[src/logic/lsu_pkg.sv]
// Load/store pipeline types shared by the LSU modules and the testbench
package lsu_pkg;

   localparam int XLEN  = 32;
   localparam int BYTES = XLEN / 8;

   typedef enum logic {
      OP_LOAD  = 1'b0,
      OP_STORE = 1'b1
   } lsu_op_e;

   typedef enum logic [1:0] {
      SZ_BYTE = 2'd0,
      SZ_HALF = 2'd1,
      SZ_WORD = 2'd2
   } lsu_size_e;

   typedef enum logic [1:0] {
      ERR_NONE     = 2'd0,
      ERR_MISALIGN = 2'd1,
      ERR_FAULT    = 2'd2,
      ERR_BUS      = 2'd3
   } lsu_err_e;

   typedef enum logic [1:0] {
      REG_DCCM  = 2'd0,
      REG_EXT   = 2'd1,
      REG_FAULT = 2'd2   // Also used for misaligned ops
   } lsu_region_e;

   typedef struct packed {
      lsu_op_e          op;
      lsu_size_e        size;
      logic             unsign;
      logic [XLEN-1:0]  base;
      logic [11:0]      offset;
      logic [XLEN-1:0]  st_data;
   } lsu_req_t;

   typedef struct packed {
      logic              valid;
      lsu_op_e           op;
      lsu_size_e         size;
      logic              unsign;
      logic [XLEN-1:0]   addr;
      lsu_region_e       region;
      logic [XLEN-1:0]   data;
      logic [BYTES-1:0]  be;
   } lsu_pkt_t;

   typedef struct packed {
      logic [XLEN-1:0]  data;
      lsu_err_e         err;
   } lsu_rsp_t;

   typedef struct packed {
      logic [XLEN-3:0]   waddr;   // Word address
      logic [XLEN-1:0]   data;
      logic [BYTES-1:0]  be;
   } stbuf_entry_t;

endpackage
[src/logic/lsu_stbuf.sv]
// Committed store FIFO in front of the DCCM with byte-wise forwarding to DC2 loads
`timescale 1ns/1ps

module lsu_stbuf #(
   parameter int STBUF_DEPTH = 4   // Power of two
) (
   input  logic                       clk,
   input  logic                       rst,
   input  logic                       push,
   input  lsu_pkg::stbuf_entry_t      push_entry,
   output logic                       full,
   input  lsu_pkg::lsu_pkt_t          dc2_pkt,
   output logic [lsu_pkg::XLEN-1:0]   fwd_data,
   output logic [lsu_pkg::BYTES-1:0]  fwd_be,
   output logic                       drain_valid,
   output lsu_pkg::stbuf_entry_t      drain_entry,
   input  logic                       drain_done
);
   import lsu_pkg::*;

   localparam int PTR_W = $clog2(STBUF_DEPTH);
   localparam int CNT_W = $clog2(STBUF_DEPTH + 1);

   stbuf_entry_t      ent_q [STBUF_DEPTH];
   logic [PTR_W-1:0]  wr_ptr, rd_ptr;
   logic [CNT_W-1:0]  count;
   logic              dc2_ld, dc2_st;

   assign dc2_ld = dc2_pkt.valid & (dc2_pkt.op == OP_LOAD) & (dc2_pkt.region == REG_DCCM);
   assign dc2_st = dc2_pkt.valid & (dc2_pkt.op == OP_STORE) & (dc2_pkt.region == REG_DCCM);

   // Full counts the stores already in DC2 and DC3
   assign full = (int'(count) + int'(push) + int'(dc2_st)) >= STBUF_DEPTH;

   assign drain_valid = (count != '0);
   assign drain_entry = ent_q[rd_ptr];

   always_ff @(posedge clk) begin
      if (push)
         ent_q[wr_ptr] <= push_entry;
   end

   always_ff @(posedge clk) begin
      if (rst) begin
         wr_ptr <= '0;
         rd_ptr <= '0;
         count  <= '0;
      end else begin
         if (push)
            wr_ptr <= wr_ptr + 1'b1;
         if (drain_done)
            rd_ptr <= rd_ptr + 1'b1;
         count <= count + CNT_W'(push) - CNT_W'(drain_done);
      end
   end

   // ********************
   // Forwarding
   // ********************
   // Oldest to newest so the latest byte wins, DC3 store last
   always_comb begin
      stbuf_entry_t cand;
      logic         hit;
      fwd_data = '0;
      fwd_be   = '0;
      for (int i = 0; i <= STBUF_DEPTH; i++) begin
         if (i < STBUF_DEPTH) begin
            cand = ent_q[rd_ptr + PTR_W'(i)];
            hit  = i < int'(count);
         end else begin
            cand = push_entry;
            hit  = push;
         end
         if (dc2_ld && hit && cand.waddr == dc2_pkt.addr[31:2]) begin
            for (int b = 0; b < BYTES; b++) begin
               if (cand.be[b]) begin
                  fwd_data[8*b +: 8] = cand.data[8*b +: 8];
                  fwd_be[b]          = 1'b1;
               end
            end
         end
      end
   end

   a_no_pop_empty: assert property (@(posedge clk) disable iff (rst)
      drain_done |-> count != '0)
      else $error("store buffer drained while empty");

endmodule

[config.mk]
export PLATFORM = sky130hd
export DESIGN_NAME = lsu_stbuf
export DESIGN_NICKNAME = d
export VERILOG_FILES = /design/src/logic/lsu_pkg.sv /design/src/logic/lsu_stbuf.sv
export SDC_FILE = /design/constraint.sdc
export NUM_CORES = 1
export LEC_CHECK = 0
export BUFFER_PORTS_ARGS = -buffer_cell sky130_fd_sc_hd__buf_4
export CORE_AREA = 10 10 191 193
export CTS_BUF_LIST = sky130_fd_sc_hd__clkbuf_16
export DETAILED_ROUTE_END_ITERATION = 16
export DIE_AREA = 0 0 201 203
export PLACE_DENSITY = 0.79
export SLEW_MARGIN = 15
export SYNTH_ARGS = -nofsm -noshare
export SYNTH_HDL_FRONTEND = slang
export SYNTH_SLANG_ARGS = --single-unit
[constraint.sdc]
create_clock -name clk -period 4.39 [get_ports clk]
set_input_delay 0.439 -clock clk [delete_from_list [all_inputs] [get_ports clk]]
set_output_delay 0.439 -clock clk [all_outputs]
set_load 0.005 [all_outputs]
### Yosys cells after proc, flatten, opt, wreduce, memory -nomap -nowiden

Memory sizes are Yosys's and may differ from the RTL's. A register that Yosys moved wholly into a read port is not among the register bits.
Index checks and enable logic that the tools add are counted.
W data, S select, Z words.

* memories: 1
* bits in latches: 0
* output and inout port bits: 104
* bits of input ports: 145
* ROM bits: 0
* register bits: 7
* bits in writable memories: 264
* word-level logic and storage cells: 93

* divide/modulo/power cells: 0
* multipliers: 0
* reduce and logical (&&, ||, !) cells: 12
* shift-type cells: 0
* $add $sub $neg: 8
* equal/unequal tests: 5
* muxes and demuxes: 54
* $lt $le $gt $ge: 5
* bitwise logic cells: 5

Memory list
* ent_q: words 4, bits a word 66, rd ports 4, clocked after Yosys merged registers in 1, write ports 1, line lsu_stbuf.sv:24 `stbuf_entry_t ent_q [STBUF_DEPTH];`

Operators by type and width (number)
* $mux W32: 5
* $mux W8: 20
* $eq A30 B30 Y1: 5
* $mux W1: 22
* $mux W4: 5
* $logic_and A1 B1 Y1: 10
* $lt A1 B3 Y1 const A: 2
* $lt A2 B3 Y1 const A: 2
* $add A4 B1 Y5: 1
* $ge A5 B3 Y1 const B: 1
* $add A2 B1 Y2 const B: 2
* $add A2 B2 Y2 const B: 2
* $add A3 B1 Y4: 1
* $and A1 B1 Y1: 4
* $mux W2: 2
* $add A3 B1 Y3: 1
* $reduce_bool A3 Y1: 1
* $sub A3 B1 Y3: 1
* $logic_not A2 Y1: 1
* $not A1 Y1: 1

### Longest topological paths before layout

* depth in word-level cells: 14
* mapped depth: 15
* gate-level depth less buffers: 10

### Least setup slack after synthesis

No wires, ideal clock.

* path kind: register to output
* start point: register rd_ptr[0]
* end point: output fwd_be[0] (netlist bit)
* cell stages (with the launch flop): 14
* slack: 1.085 ns
* data arrival time: 2.866 ns
* required time: 3.951 ns
* buffers on the path: 6
* path through: dfxtp_1 buf_6 buf_8 buf_8 buf_6 buf_6 buf_6 mux4_2 xnor2_1 nand4_1 nor4_4 o2111ai_2 o21ai_4 nand4b_1

* longest elaborated chain between the ends: 11
* elaborated cells between the ends (all ways): 18
* classes of those cells: add/sub: 3; eq/ne: 3; mux: 8; reduce/logical: 3; memory: 1

RTL lines
* from (decl): line lsu_stbuf.sv:25 `logic [PTR_W-1:0] wr_ptr, rd_ptr;`
* from (signal assigned): line lsu_stbuf.sv:52 `rd_ptr <= rd_ptr + 1'b1;`
* $add A2 B1 Y2: line lsu_stbuf.sv:68 `cand = ent_q[rd_ptr + PTR_W'(i)];`
* $mem_v2 Z4 W66 *
* $eq A30 B30 Y1: line lsu_stbuf.sv:74 `if (dc2_ld && hit && cand.waddr == dc2_pkt.addr[31:2]) begin`
* $logic_and A1 B1 Y1: line lsu_stbuf.sv:74
* $mux W4: line lsu_stbuf.sv:74
* $mux W1: line lsu_stbuf.sv:76 `if (cand.be[b]) begin`
* $mux W4: line lsu_stbuf.sv:74
* $mux W1: line lsu_stbuf.sv:76
* $mux W4 *: line lsu_stbuf.sv:74
* $mux W1: line lsu_stbuf.sv:76
* $mux W4 *: line lsu_stbuf.sv:74
* to (decl): line lsu_stbuf.sv:14 `output logic [lsu_pkg::BYTES-1:0] fwd_be,`

Mark *: on every way between the ends. The rest lies on a longest branch, timed or not.

### Worst setup path after layout

* start point: register rd_ptr[0]
* end point: output fwd_data[30] (netlist bit)

* longest elaborated chain between the ends: 11
* elaborated cells between the ends (all ways): 18
* classes of those cells: add/sub: 3; eq/ne: 3; mux: 8; reduce/logical: 3; memory: 1

RTL lines
* $add A2 B1 Y2: line lsu_stbuf.sv:68
* $mem_v2 Z4 W66 *
* $eq A30 B30 Y1: line lsu_stbuf.sv:74
* $logic_and A1 B1 Y1: line lsu_stbuf.sv:74
* $mux W32: line lsu_stbuf.sv:74
* $mux W8: line lsu_stbuf.sv:76
* $mux W32: line lsu_stbuf.sv:74
* $mux W8: line lsu_stbuf.sv:76
* $mux W32 *: line lsu_stbuf.sv:74
* $mux W8: line lsu_stbuf.sv:76
* $mux W32 *: line lsu_stbuf.sv:74
* to (decl): line lsu_stbuf.sv:13 `output logic [lsu_pkg::XLEN-1:0] fwd_data,`

Marked as above.

==> qor.yml <==
fin_crit_ns: 4.44
maxCapViolations: 0
fin_cells: 2094
clk_pin_slew_ns: 0.06
fillers: 2149
synth_top_area_share: 0.418
worstHoldPathType: "in -> reg"
violations: "setup timing"
syn_avg_cell_area_sq_um: 13.6
relSlewSlack: 0.386
final_nets: 1788
clock-sinks: 273
crit_required_ns: 3.95
final_util: 0.714
min_from: "push_entry[45]"
io_pins: 249
synth_top_family_by_area: "multiplexers"
drive_gt1_frac: 0.408
async_flop_share: 0
grt_antenna_before_repair: 3
cts-hold-fix-buffers: 0
dp.cells: 1994
reg2reg_depth: 4
peakVddDrop_mv: 0.330
grt_pass1_wl_microns: 93900
drc_errors: 0
busiest_layer: "met2"
rows: 66
routed_wl_microns: 63200
initial_utilization: 0.585
drtIter0Drc: 2266
rsz0062_at_grt: "yes"
die-area_sq_um: 40800
cts_tree: "built"
setup_viol: 6
synthesis.nets: 1556
worstPathArrival_ns: 4.00
grt_pass1_vias: 14831
cp-start-kind: "register"
synth_cell_types: 73
powerDensity_nw_per_um2: 325
wire_per_inst_microns: 30.2
hold_path_end: "ent_q[1][45]"
grt_util_met2: 0.463
synth_fa_ha_area_frac: 0.00765
fin_crit_sh: 1.01
fp.coreArea_sq_um: 32500
stdcell_area_sq_um: 23200
use_met1: 0.407
synth-edff-count: 264
fp.dieW_microns: 201
ys.warnings.count: 0
slew_viol_final: 0
first_pass_iters: 6
crit_path_end_kind: "output pin"
worstSetupPathType: "reg -> out"
hold-path-cell-count: 1
synth_compound_area_frac: 0.0832
fin_ws_ns: -0.0531
vias_per_cell: 7.24
yosys.area_share.simple: 0.0892
finalHoldViolations: 0
leakagePower_nw: 7.65
syn_area_sq_um: 19000
met3_usage: 0.0732
cts-htree-levels: 1
synthMuxAreaShare: 0.290
worstPathMaxFanout: 32
cts-root-buf: "clkbuf_16"
ys.flop_type: "edfxtp_1"
synth_top_cell_by_area: "edfxtp_1"
placedInstanceArea_sq_um: 21100
ant_nets: 0
io_buffers: 207
post-dp-hpwl_microns: 42600
dr_total_vias: 15159
regToRegSetupSlack_ns: 2.25
insertion_delay_ns: 0.58
synth.top_cells.by_count: "edfxtp_1, mux4_2, mux2i_1"
grt_max_degree: 111
grt_util_all_layers: 0.296
skew_ns: 0.0288
die_h_microns: 203
r2r_end: "ent_q[2][9]"
outcome: "finished, violations left"
grt_remaining_overflow: 0
synth_cells: 1400
timing.rr.start: "wr_ptr[0]"
yosysMostFrequentCell: "edfxtp_1"
gp_congestion: 1.04
clk_path_buf_depth: 3
cts_made_buffers: 30
antenna_cells: 0
ys_ff_latch: 273
worstMarginPinSlew_ns: 0.922
fmax_ghz: 0.225
ys_seq_area_frac: 0.427
synthTopCellsByArea: "edfxtp_1, mux4_2, mux2i_1, xnor2_1, nor2_1"
yosys.area_share.xor_xnor: 0.0609
area_growth_pct: 22.1
## timing repair
action	CTS	global route
cloned	4	2
resized for setup	42	76
setup buffers	22	20
pin swaps	6	21
setup endpoints to repair	36	36
## logic make-up after synthesis
kind of cell	after synthesis
flip-flops	273
buffers and inverters	146
AO/OA/AOI/OAI	202
multiplexers	317
AND/OR/NAND/NOR	319
adder cells (fa/ha/maj)	11
XOR/XNOR	132
## worst max path at each step
stage | from | to | slack [ns] | depth (start not counted)
floorplan | rd_ptr[0] | fwd_be[0] | 1.08 | 13
finish | rd_ptr[0] | fwd_data[30] | -0.05 | 14
detailed placement | dc2_pkt[73] | fwd_data[0] | 0.26 | 12
global placement | register | fwd_data[23] | 0.32 | 11
global route | rd_ptr[0] | fwd_data[30] | -0.15 | 14
CTS | register | fwd_data[23] | -0.003 | 13
## placed cells by master (no fill, tap or decap), types with 6 or more instances in the layout
master / instances
a2111oi_2: 6
a21oi_1: 43
a221oi_1: 29
a221oi_2: 7
a22oi_1: 7
and2_1: 6
buf_12: 14
buf_4: 293
buf_6: 8
clkbuf_16: 32
clkinv_2: 8
edfxtp_1: 264
ha_1: 10
inv_1: 24
mux2_2: 10
mux2i_1: 101
mux2i_2: 11
mux2i_4: 11
mux4_2: 183
nand2_1: 63
nand3_1: 8
nand4_1: 14
nor2_1: 91
nor3_1: 16
nor3b_1: 31
nor4_1: 36
nor4_2: 13
o2111ai_1: 7
o21ai_0: 14
o22ai_1: 11
o2bb2ai_1: 9
o32ai_1: 21
o32ai_2: 15
xnor2_1: 102
xnor2_2: 9
xor2_1: 20
## final cells by class
| class | instances | area [sq um] | area share |
|---|---|---|---|
| multi-input cells | 981 | 10700 | 0.461 |
| flip-flops and latches | 273 | 8120 | 0.351 |
| well taps | 442 | 553 | 0.0239 |
| clock buffers | 30 | 751 | 0.0324 |
| inverters | 21 | 81.3 | 0.00351 |
| repair buffers | 325 | 2810 | 0.121 |
| clock inverters | 22 | 161 | 0.00697 |
## worst max-delay path, stage by stage (launching register included)
cell	delay, ns
dfxtp_4	0.42
buf_6	0.16
buf_16	0.17
mux2i_1	0.29
nand2_1	0.08
a311oi_1	0.33
buf_4	0.19
nand4_1	0.24
or2_1	0.33
buf_12	0.19
nor3b_1	0.28
a221oi_1	0.14
o32ai_2	0.29
buf_4	0.17
buf_4	0.11
## sequential cells by signal, indices dropped and copies added, names as in the netlist, named ones only
name    count
rd_ptr      2
count       3
ent_q     264
wr_ptr      2
## stage by stage
step | total power, mW | hold WS, ns | setup TNS, ns | setup slack, ns
after global routing | 7.76 | 0.0539 | -1.23 | -0.154
after global placement | 4.98 | 0.538 | 0 | 0.319
after detailed placement | 5.01 | 0.557 | 0 | 0.259
final | 7.53 | 0.0643 | -0.164 | -0.0531
after floorplan | 4.35 | 0.514 | 0 | 1.08
after CTS | 7.39 | 0.0494 | -0.00319 | -0.00319
## where the power goes
group / leakage, nW / switching (mW) / internal (mW)
Clock: 0.466 / 1.04 / 1.30
Sequential: 2.50 / 0.125 / 3.00
Combinational: 4.68 / 1.07 / 0.986
## per-layer routing
metal / vias up / wire length (microns)
met3: 210 / 8360
met1: 7562 / 23300
met4: 6 / 2240
met5: - / 45
met2: 1187 / 29200
li1: 6194 / -
Power figures use the tool's default switching activity.
