**src/logic/axi_lite_pkg.sv**
```systemverilog
// AXI4-Lite channel payloads, imported by the bus master and the slave model
package axi_lite_pkg;

   typedef enum logic [1:0] {
      AXI_OKAY   = 2'b00,
      AXI_EXOKAY = 2'b01,
      AXI_SLVERR = 2'b10,
      AXI_DECERR = 2'b11
   } axi_resp_e;

   typedef struct packed {
      logic [31:0]  addr;
      logic [2:0]   prot;
   } axi_aw_t;

   typedef struct packed {
      logic [31:0]  addr;
      logic [2:0]   prot;
   } axi_ar_t;

   typedef struct packed {
      logic [31:0]  data;
      logic [3:0]   strb;
   } axi_w_t;

   typedef struct packed {
      logic [31:0]  data;
      axi_resp_e    resp;
   } axi_r_t;

endpackage

```
**src/logic/lsu_pkg.sv**
```systemverilog
// Load/store pipeline types shared by the LSU modules and the testbench
package lsu_pkg;

   localparam int XLEN  = 32;
   localparam int BYTES = XLEN / 8;

   typedef enum logic {
      OP_LOAD  = 1'b0,
      OP_STORE = 1'b1
   } lsu_op_e;

   typedef enum logic [1:0] {
      SZ_BYTE = 2'd0,
      SZ_HALF = 2'd1,
      SZ_WORD = 2'd2
   } lsu_size_e;

   typedef enum logic [1:0] {
      ERR_NONE     = 2'd0,
      ERR_MISALIGN = 2'd1,
      ERR_FAULT    = 2'd2,
      ERR_BUS      = 2'd3
   } lsu_err_e;

   typedef enum logic [1:0] {
      REG_DCCM  = 2'd0,
      REG_EXT   = 2'd1,
      REG_FAULT = 2'd2   // Also used for misaligned ops
   } lsu_region_e;

   typedef struct packed {
      lsu_op_e          op;
      lsu_size_e        size;
      logic             unsign;
      logic [XLEN-1:0]  base;
      logic [11:0]      offset;
      logic [XLEN-1:0]  st_data;
   } lsu_req_t;

   typedef struct packed {
      logic              valid;
      lsu_op_e           op;
      lsu_size_e         size;
      logic              unsign;
      logic [XLEN-1:0]   addr;
      lsu_region_e       region;
      logic [XLEN-1:0]   data;
      logic [BYTES-1:0]  be;
   } lsu_pkt_t;

   typedef struct packed {
      logic [XLEN-1:0]  data;
      lsu_err_e         err;
   } lsu_rsp_t;

   typedef struct packed {
      logic [XLEN-3:0]   waddr;   // Word address
      logic [XLEN-1:0]   data;
      logic [BYTES-1:0]  be;
   } stbuf_entry_t;

endpackage
```
**src/logic/lsu_bus_intf.sv**
```systemverilog
// AXI4-Lite master, runs one blocking read or write per start
`timescale 1ns/1ps

module lsu_bus_intf (
   input  logic                     clk,
   input  logic                     rst,
   input  logic                     start,
   input  lsu_pkg::lsu_pkt_t        pkt,
   output logic                     done,
   output logic [lsu_pkg::XLEN-1:0] rd_data,
   output lsu_pkg::lsu_err_e        err,
   output logic                     awvalid,
   input  logic                     awready,
   output axi_lite_pkg::axi_aw_t    aw,
   output logic                     wvalid,
   input  logic                     wready,
   output axi_lite_pkg::axi_w_t     w,
   input  logic                     bvalid,
   output logic                     bready,
   input  axi_lite_pkg::axi_resp_e  bresp,
   output logic                     arvalid,
   input  logic                     arready,
   output axi_lite_pkg::axi_ar_t    ar,
   input  logic                     rvalid,
   output logic                     rready,
   input  axi_lite_pkg::axi_r_t     r
);
   import lsu_pkg::*;
   import axi_lite_pkg::*;

   typedef enum logic [1:0] {
      S_IDLE,
      S_ADDR,
      S_RESP,
      S_DONE
   } state_e;

   state_e    state;
   lsu_pkt_t  pkt_q;
   logic      is_wr;
   logic      aw_ok, w_ok;   // Write channels accepted so far

   assign is_wr   = (pkt_q.op == OP_STORE);
   assign awvalid = (state == S_ADDR) & is_wr & ~aw_ok;
   assign wvalid  = (state == S_ADDR) & is_wr & ~w_ok;
   assign arvalid = (state == S_ADDR) & ~is_wr;
   assign bready  = (state == S_RESP) & is_wr;
   assign rready  = (state == S_RESP) & ~is_wr;
   assign done    = (state == S_DONE);

   assign aw = '{addr: {pkt_q.addr[31:2], 2'b00}, prot: 3'b000};
   assign ar = '{addr: {pkt_q.addr[31:2], 2'b00}, prot: 3'b000};
   assign w  = '{data: pkt_q.data, strb: pkt_q.be};

   always_ff @(posedge clk) begin
      if (rst) begin
         state <= S_IDLE;
         aw_ok <= 1'b0;
         w_ok  <= 1'b0;
      end else begin
         case (state)
            S_IDLE: begin
               aw_ok <= 1'b0;
               w_ok  <= 1'b0;
               if (start)
                  state <= S_ADDR;
            end
            S_ADDR: begin
               aw_ok <= aw_ok | (awvalid & awready);
               w_ok  <= w_ok | (wvalid & wready);
               if (is_wr ? ((aw_ok | awready) & (w_ok | wready)) : arready)
                  state <= S_RESP;
            end
            S_RESP: begin
               if ((bvalid & bready) | (rvalid & rready))
                  state <= S_DONE;
            end
            default: state <= S_IDLE;
         endcase
      end
   end

   // Response sampled every RESP cycle, last one is the handshake
   always_ff @(posedge clk) begin
      if (state == S_IDLE && start)
         pkt_q <= pkt;
      if (state == S_RESP) begin
         rd_data <= r.data;
         err     <= ((is_wr ? bresp : r.resp) == AXI_OKAY) ? ERR_NONE : ERR_BUS;
      end
   end

   // ********************
   // Assertions
   // ********************
   a_aw_hold: assert property (@(posedge clk) disable iff (rst)
      awvalid && !awready |=> awvalid && $stable(aw))
      else $error("aw payload changed before handshake");

   a_w_hold: assert property (@(posedge clk) disable iff (rst)
      wvalid && !wready |=> wvalid && $stable(w))
      else $error("w payload changed before handshake");

   a_ar_hold: assert property (@(posedge clk) disable iff (rst)
      arvalid && !arready |=> arvalid && $stable(ar))
      else $error("ar payload changed before handshake");

   a_start_idle: assert property (@(posedge clk) disable iff (rst)
      start |-> state == S_IDLE)
      else $error("bus start while an access is in progress");

endmodule

```
**config.mk**
```make
export PLATFORM = sky130hd
export DESIGN_NAME = lsu_bus_intf
export DESIGN_NICKNAME = d
export VERILOG_FILES = /design/src/logic/axi_lite_pkg.sv /design/src/logic/lsu_pkg.sv /design/src/logic/lsu_bus_intf.sv
export SDC_FILE = /design/constraint.sdc
export NUM_CORES = 1
export LEC_CHECK = 0
export BUFFER_PORTS_ARGS = -buffer_cell sky130_fd_sc_hd__buf_2
export CAP_MARGIN = 5
export CORE_AREA = 2 2 101 103
export CTS_CLUSTER_SIZE = 24
export DETAILED_ROUTE_END_ITERATION = 10
export DIE_AREA = 0 0 103 105
export GPL_ROUTABILITY_DRIVEN = 0
export GPL_TIMING_DRIVEN = 0
export PLACE_DENSITY = 0.85
export SLEW_MARGIN = 20
export SYNTH_ARGS = -nofsm -noshare
export SYNTH_HDL_FRONTEND = slang
export SYNTH_SLANG_ARGS = --single-unit
export TNS_END_PERCENT = 20
```
**constraint.sdc**
```tcl
create_clock -name clk -period 7.2 [get_ports clk]
set_clock_uncertainty 0.05 [all_clocks]
set_input_delay 1.44 -clock clk [delete_from_list [all_inputs] [get_ports clk]]
set_output_delay 1.44 -clock clk [all_outputs]
set_load 0.02 [all_outputs]
```
# [Word-level counts from Yosys, hierarchy flattened]
# Cells that the tools add are included.
# Widths: inputs -> output; s select.
[totals] reg_bits=107 input_bits=119 out_inout_bits=146 wordCells=48
[classes] n_eq_ne=6 muxes=9 bitwise_logic=19 n_reduce_logical=5
[ops] op="$and 1x1->1" n=11
[ops] op="$mux 2" n=5
[ops] op="$pmux 2 s3" n=1
[ops] op="$or 1x1->1" n=5
[ops] op="$eq 2x2->1 const B" n=2
[ops] op="$logic_not 2->1" n=2
[ops] op="$ne 2x1->1 const B" n=2
[ops] op="$pmux 1 s2" n=2
[ops] op="$not 1->1" n=3
[ops] op="$reduce_and 3->1" n=1
[ops] op="$eq 2x1->1 const B" n=1
[ops] op="$ne 2x2->1 const B" n=1
[ops] op="$reduce_bool 2->1" n=1
[ops] op="$logic_and 1x1->1" n=1
[ops] op="$mux 1" n=1

# [Logic depth before layout (Yosys ltp)]
# Gate-level depths: netlist (run 1).
[logic_depth] depth_word=6 depth_mapped=6 ltp_nobuf=6

# [Worst setup path after synthesis (run 1)]
# OpenSTA, ideal clock, no wires.
[synth_path] path_kind="input port to flip-flop" from="in start" to="reg pkt_q (netlist bit ar[10]) (enable)" setup_ps=432 arrival_ps=3009 required_ps=6718 path_slack_ps=3709 cell_stages=1 path_buffers=0 cell_sequence="and2_1"
[synth_via] elab_chain_cells=1
[synth_lines] item="start, declared" line_no="lsu_bus_intf.sv:7" rtl="input logic start,"
[synth_lines] item="$logic_and 1x1->1" line_no="lsu_bus_intf.sv:85" rtl="if (state == S_IDLE && start)"
[synth_lines] item="end signal, assigned" line_no="lsu_bus_intf.sv:86" rtl="pkt_q <= pkt;"
[synth_lines] item="end, declared" line_no="lsu_bus_intf.sv:39" rtl="lsu_pkt_t pkt_q;"
# No other way between the ends.
# A chain may end at the register's enable or synchronous reset.

# [Worst setup path in the final report (run 1)]
[layout_path] from="reg state[0]" to="out rready"
[layout_via] elab_chain_cells=2
[layout_lines] item="start, declared" line_no="lsu_bus_intf.sv:38" rtl="state_e state;"
[layout_lines] item="start signal, assigned" line_no="lsu_bus_intf.sv:57" rtl="state <= S_IDLE;"
[layout_lines] item="start signal, assigned" line_no="lsu_bus_intf.sv:66" rtl="state <= S_ADDR;"
[layout_lines] item="start signal, assigned" line_no="lsu_bus_intf.sv:72" rtl="state <= S_RESP;"
[layout_lines] item="$eq 2x2->1" line_no="lsu_bus_intf.sv:48" rtl="assign rready = (state == S_RESP) & ~is_wr;"
[layout_lines] item="$and 1x1->1" line_no="lsu_bus_intf.sv:48"
[layout_lines] item="end, declared" line_no="lsu_bus_intf.sv:25" rtl="output logic rready,"
# No other way between the ends.

==> flow_summary.yaml, run 1 <==
setup_path:
  crit_type: "reg2out"
  cp_top_family: "adder cells"
  critPathMaxFanout: 37
  slowest_delay_ns: 0.73
  start_kind: "flip-flop"
  cp_slowest_cell: "ha_2"
  r2r_start: "state[0]$_SDFFE_PP0P_"
  cp_data_arrival_time_ns: 1.96
  crit_required_ns: 5.71
  end_kind: "output port"
  crit_start: "state[0]$_SDFFE_PP0P_"
  crit_buf_inv: 2
  reg2reg_slack_ns: 5.25
  cp_cell_sequence: "inv_1 -> ha_2 -> nor2b_1 -> buf_2"
power:
  clock_power_share_pct: 17.1
  powerDensity_nw_per_um2: 345.4
  p_int_mw: 1.178
  seq_power_share_pct: 48.7
  swShare_pct: 35.50
  combPwrFrac_pct: 34.2
  p_switching_mw: 0.6482
  ir_worst_vdd_v: 0.0002522
  p_leak_nw: 2.405
drt:
  vias: 2440
  dr.pass1.iters: 4
  ant_nets: 0
  drtIter0Drc: 126
  wl_per_cell_um: 15.30
  avgViaCountPerCell: 4.136
  drc: 0
  wl_um: 9027
sta:
  rsz0062_at_grt: "false"
  finalCritPeriodShare_pct: 47.90
  setup_tns_ns: 0
  drv_slew: 0
  worstMarginPinSlew_ns: 0.8184
  relSlewSlack_pct: 45.44
  hold_viol: 0
  setup-violations-final: 0
  finalCriticalPeriod_ns: 3.449
  max_freq_mhz: 289.9
clocking:
  clockBufferDepth: 2
  htree_levels: 3
  cts_resized: 0
  root_buffer: "clkbuf_8"
  cts_tree: "built"
  cts.sinks: 104
  clk_pin_slew_ns: 0.09
  hold_buffers: 0
  cts_setup_buffers: 0
  insertion_delay_ns: 0.35
  cts-buffers-inserted: 9
finish:
  instances_no_fill: 590
  layout_commonest_cell: "buf_2"
  drive_gt1_share_pct: 67.54
  area_delta_synth_final_pct: 44.44
  fill_cells: 868
  multi_input_area_um2: 277.8
  final_cell_mix: "buf_2 (246), edfxtp_1 (100), buf_4 (41), conb_1 (10), clkbuf_8 (9)"
  final_nets: 576
  final_core_utilization_pct: 54.84
  seq_area_um2: 3083
global_route:
  antenna_found_initial: 2
  grt_first_pass_wirelength_um: 12960
  grtUsageTotal_pct: 16.26
  grt_pass1_vias: 2447
  grt_max_degree: 55
  grt-ovfl-total: 0
synth:
  ys_ff_latch: 104
  ys_warn_count: 0
  synth.distinct_cells: 22
  synth_area_um2: 3660
  synth_top_area_cell: "edfxtp_1"
  synthTopCellsByArea: "edfxtp_1 (82%), buf_4 (8.4%), dfxtp_1 (2.2%)"
  ys_seq_area_share_pct: 84.24
  synth_top_area_share_pct: 82.05
  synthCells: 185
  avgSynthCellArea_um2: 19.78
min_path:
  hold_class: "reg2reg"
  hp-start: "state[1]$_SDFFE_PP0P_"
floorplanning:
  dieWidth_um: 103
  ios: 265
  rows: 36
  die_area_um2: 10820
  initial_core_util_pct: 37.97
  fp.dieH_um: 105
  core_um2: 9639
place:
  dp.cells: 574
  port_buffers: 246
  dp_hpwl_um: 7207
run:
  maxCapViolations: 0
outcome:
  status: "finished, final reports clean"
worst reg2reg max path, cell delays in order, from the launching register on:
cell,delay [ns]
dfxtp_1,0.42
inv_1,0.10
ha_2,0.46
nand2b_1,0.21
a21oi_2,0.07
a311oi_2,0.33
mux2i_1,0.24
registers in the layout, summed over array words and instances (netlist names):
name     flops
aw_ok        1
err          1
state        2
rd_data     32
is_wr        1
w           36
ar          30
w_ok         1
power by group through the flow:
stage	clock network (mW)	logic, mW	registers [mW]
floorplan	0	0.232	1.06
global placement	0	0.597	0.911
detailed placement	0	0.631	0.906
CTS	0.324	0.632	0.893
global route	0.345	0.666	0.906
finish	0.312	0.624	0.890
metal layers:
layer  global-route usage, %  vias to the layer above  share of wire (%)
met4                   5.639                        2                1.4
met2                   29.68                      114                 56
met5                       0                        -               0.14
li1                        -                     1162                  -
met3                   6.221                       15                9.3
met1                   16.49                     1147                 33
through the flow:
stage / instance area (um^2) / worst slack [ns] / hold WS [ns] / total power, mW
floorplan: 3694 / 3.709 / 0.4266 / 1.295
global placement: 5091 / 2.986 / 0.4451 / 1.508
detailed placement: 5124 / 4.086 / 0.4771 / 1.537
CTS: 5284 / 3.681 / 0.4894 / 1.848
global route: 5284 / 3.604 / 0.5233 / 1.918
finish: 5286 / 3.751 / 0.4847 / 1.826
final timing paths:
kind,endpoint,cells after the start
worst min-delay path,state[1]$_SDFFE_PP0P_,2
worst max register to register,state[0]$_SDFFE_PP0P_,6
worst max-delay path,rready,4
worst min register to register,state[1]$_SDFFE_PP0P_,2
cells in the mapped netlist:
master	n
buf_6	1
nor2b_1	2
and2_1	1
a21oi_2	1
buf_4	41
mux2i_1	2
o21ai_0	1
conb_1	1
nand2_2	1
dfxtp_1	4
nor2_1	6
o22ai_1	2
ha_1	5
a32oi_1	2
nand2_1	4
nor3_1	1
nand2b_2	1
a311oi_2	1
nand2b_1	2
edfxtp_1	100
inv_1	5
a21oi_1	1
final cells by class:
| cell class | instances | share of cell area [%] |
|---|---|---|
| diodes | 1 | 0.04734 |
| multi-input cells | 43 | 5.254 |
| inverters | 5 | 0.3550 |
| clock buffers | 9 | 2.343 |
| plain buffers | 42 | 6.036 |
| clock inverters | 6 | 0.6864 |
| repair buffers | 247 | 23.81 |
| flip-flops and latches | 104 | 58.32 |
| well taps | 133 | 3.148 |
cells by family (layout without fill, tap and decap cells):
group | count (synthesis) | count (layout) | synth area share (%)
DFF | 104 | 104 | 84.24
adders and majority gates | 5 | 5 | 1.709
AOI/OAI and AO/OA | 8 | 8 | 1.743
other | 1 | 11 | 0.1025
muxes | 2 | 2 | 0.5470
and+or+nand+nor | 18 | 18 | 2.427
buffers and inverters | 47 | 309 | 9.231
Note: power is estimated with default switching activity, not from simulation.
==> run 2, diff against run 1 <==
- CORE_AREA: 2 2 101 103 -> 2 2 102 104
- DIE_AREA: 0 0 103 105 -> 0 0 104 106
- PLACE_DENSITY: 0.85 -> 0.84
- clock period: 7.2 -> 3.5 ns (I/O delays scaled with it)
==> flow_summary.yaml, run 2 (synthesis results as in run 1) <==
outcome:
  status: "finished, final reports clean"
setup_path:
  reg2reg_slack_ns: 1.63
  crit_type: "reg2out"
  crit_start: "state[0]$_SDFFE_PP0P_"
  end_kind: "output port"
  crit_required_ns: 2.75
  cp_data_arrival_time_ns: 1.71
  start_kind: "flip-flop"
  rr_endpoint: "state[0]$_SDFFE_PP0P_"
  cp_cell_sequence: "inv_1 -> ha_2 -> nor2b_1 -> buf_2"
  cp_top_family: "adder cells"
  slowest_delay_ns: 0.53
  crit_buf_inv: 2
  crit_cells: 4
  crit_end: "rready"
  cp_slowest_cell: "ha_2"
  r2r_cells: 6
  r2r_start: "state[0]$_SDFFE_PP0P_"
  critPathMaxFanout: 21
clocking:
  cts.sinks: 104
  cts-buffers-inserted: 9
  cts_tree: "built"
  hold_buffers: 0
  cts_setup_buffers: 0
  clk_pin_slew_ns: 0.10
  clockBufferDepth: 2
  cts_resized: 0
  root_buffer: "clkbuf_8"
  htree_levels: 3
  insertion_delay_ns: 0.36
power:
  p_int_mw: 2.594
  p_switching_mw: 1.346
  swShare_pct: 34.16
  combPwrFrac_pct: 33.2
  p_leak_nw: 2.443
  seq_power_share_pct: 46.3
  clock_power_share_pct: 20.5
  powerDensity_nw_per_um2: 733.2
  ir_worst_vdd_v: 0.0003566
sta:
  layout_setup_ws_ns: 1.040
  finalCriticalPeriod_ns: 2.460
  hold_viol: 0
  setup_tns_ns: 0
  setup-violations-final: 0
  rsz0062_at_grt: "false"
  worstMarginPinSlew_ns: 0.5314
  drv_slew: 0
  finalCritPeriodShare_pct: 70.30
  max_freq_mhz: 406.4
  relSlewSlack_pct: 64.57
  hold_ws_ns: 0.4567
floorplanning:
  core_um2: 10000
  dieWidth_um: 104
  ios: 265
  fp.dieH_um: 106
  rows: 37
  initial_core_util_pct: 36.60
  die_area_um2: 11020
finish:
  largest_reg_flops: 36
  drive_gt1_share_pct: 67.90
  layout_commonest_cell: "buf_2"
  diodes: 0
  area_delta_synth_final_pct: 46.87
  final_nets: 577
  final_core_utilization_pct: 53.75
  final_cell_mix: "buf_2 (246), edfxtp_1 (100), buf_4 (41), conb_1 (10), clkbuf_8 (9)"
global_route:
  grt_max_degree: 63
  antenna_found_initial: 1
  grt_first_pass_wirelength_um: 12880
  grt-ovfl-total: 0
  grtUsageTotal_pct: 15.68
  grt_pass1_vias: 2465
min_path:
  hp-start: "pkt[33]"
  hold_class: "in2reg"
drt:
  drtIter0Drc: 118
  drc: 0
  wl_per_cell_um: 14.98
  ant_nets: 0
  vias: 2474
  avgViaCountPerCell: 4.165
  dr.pass1.iters: 4
  wl_um: 8900
place:
  port_buffers: 246
  post-place-ws_ns: 1.410
  dp_hpwl_um: 7019
run:
  maxCapViolations: 0
-- run 2: cell count changes in the layout (fill, tap and decap cells not counted), sizes merged --
| cell | change |
|---|---|
| bufinv | +2 |
| buf | +1 |
| diode | -1 |
| inv | -1 |
-- run 2: power groups by stage --
stage,registers [mW],clock network [mW],logic (mW)
CTS,1.83,0.834,1.33
detailed placement,1.86,0,1.33
finish,1.82,0.807,1.31
floorplan,2.19,0,0.477
global placement,1.87,0,1.24
global route,1.85,0.872,1.39
-- run 2: cell type report --
cell class	count	area, um^2
Buffer	42	319.1
Clock buffer	9	123.9
Clock inverter	7	96.34
Fill cell	890	4624
Inverter	5	18.77
Multi-Input combinational cell	43	277.8
Sequential cell	104	3083
Tap cell	136	170.2
Timing Repair Buffer	248	1286
-- run 2: per-layer routing --
layer	part of all wire, %	vias up	track usage [%]
met1	38	1155	17.97
met4	2.1	2	8.012
li1	-	1158	-
met2	52	141	26.79
met3	7.8	18	4.598
met5	0.15	-	0
-- run 2: stage by stage --
stage | total power, mW | area, um^2 | cells
6_report | 3.941 | 5375 | 594
3_5_place_dp | 3.182 | 5155 | 578
2_1_floorplan | 2.664 | 3694 | 194
3_3_place_gp | 3.104 | 5095 | 576
4_1_cts | 3.992 | 5375 | 594
5_1_grt | 4.117 | 5375 | 594
-- run 2: worst min-delay path by stage --
stage	to	slack (ns)	depth (start not counted)
6_report	w[33]$_DFFE_PP_	0.46	1
5_1_grt	w[13]$_DFFE_PP_	0.43	1
4_1_cts	w[28]$_DFFE_PP_	0.43	1
3_5_place_dp	aw_ok$_SDFFE_PP0P_	0.47	2
3_3_place_gp	w_ok$_SDFFE_PP0P_	0.45	2
2_1_floorplan	aw_ok$_SDFFE_PP0P_	0.43	2
-- run 2: worst register-to-register path, cell delays in order, from the launching register on --
cell and delay (ns):
dfxtp_1 0.41, inv_1 0.09, ha_2 0.37, nand2b_1 0.20
a21oi_2 0.07, a311oi_2 0.35, mux2i_1 0.25
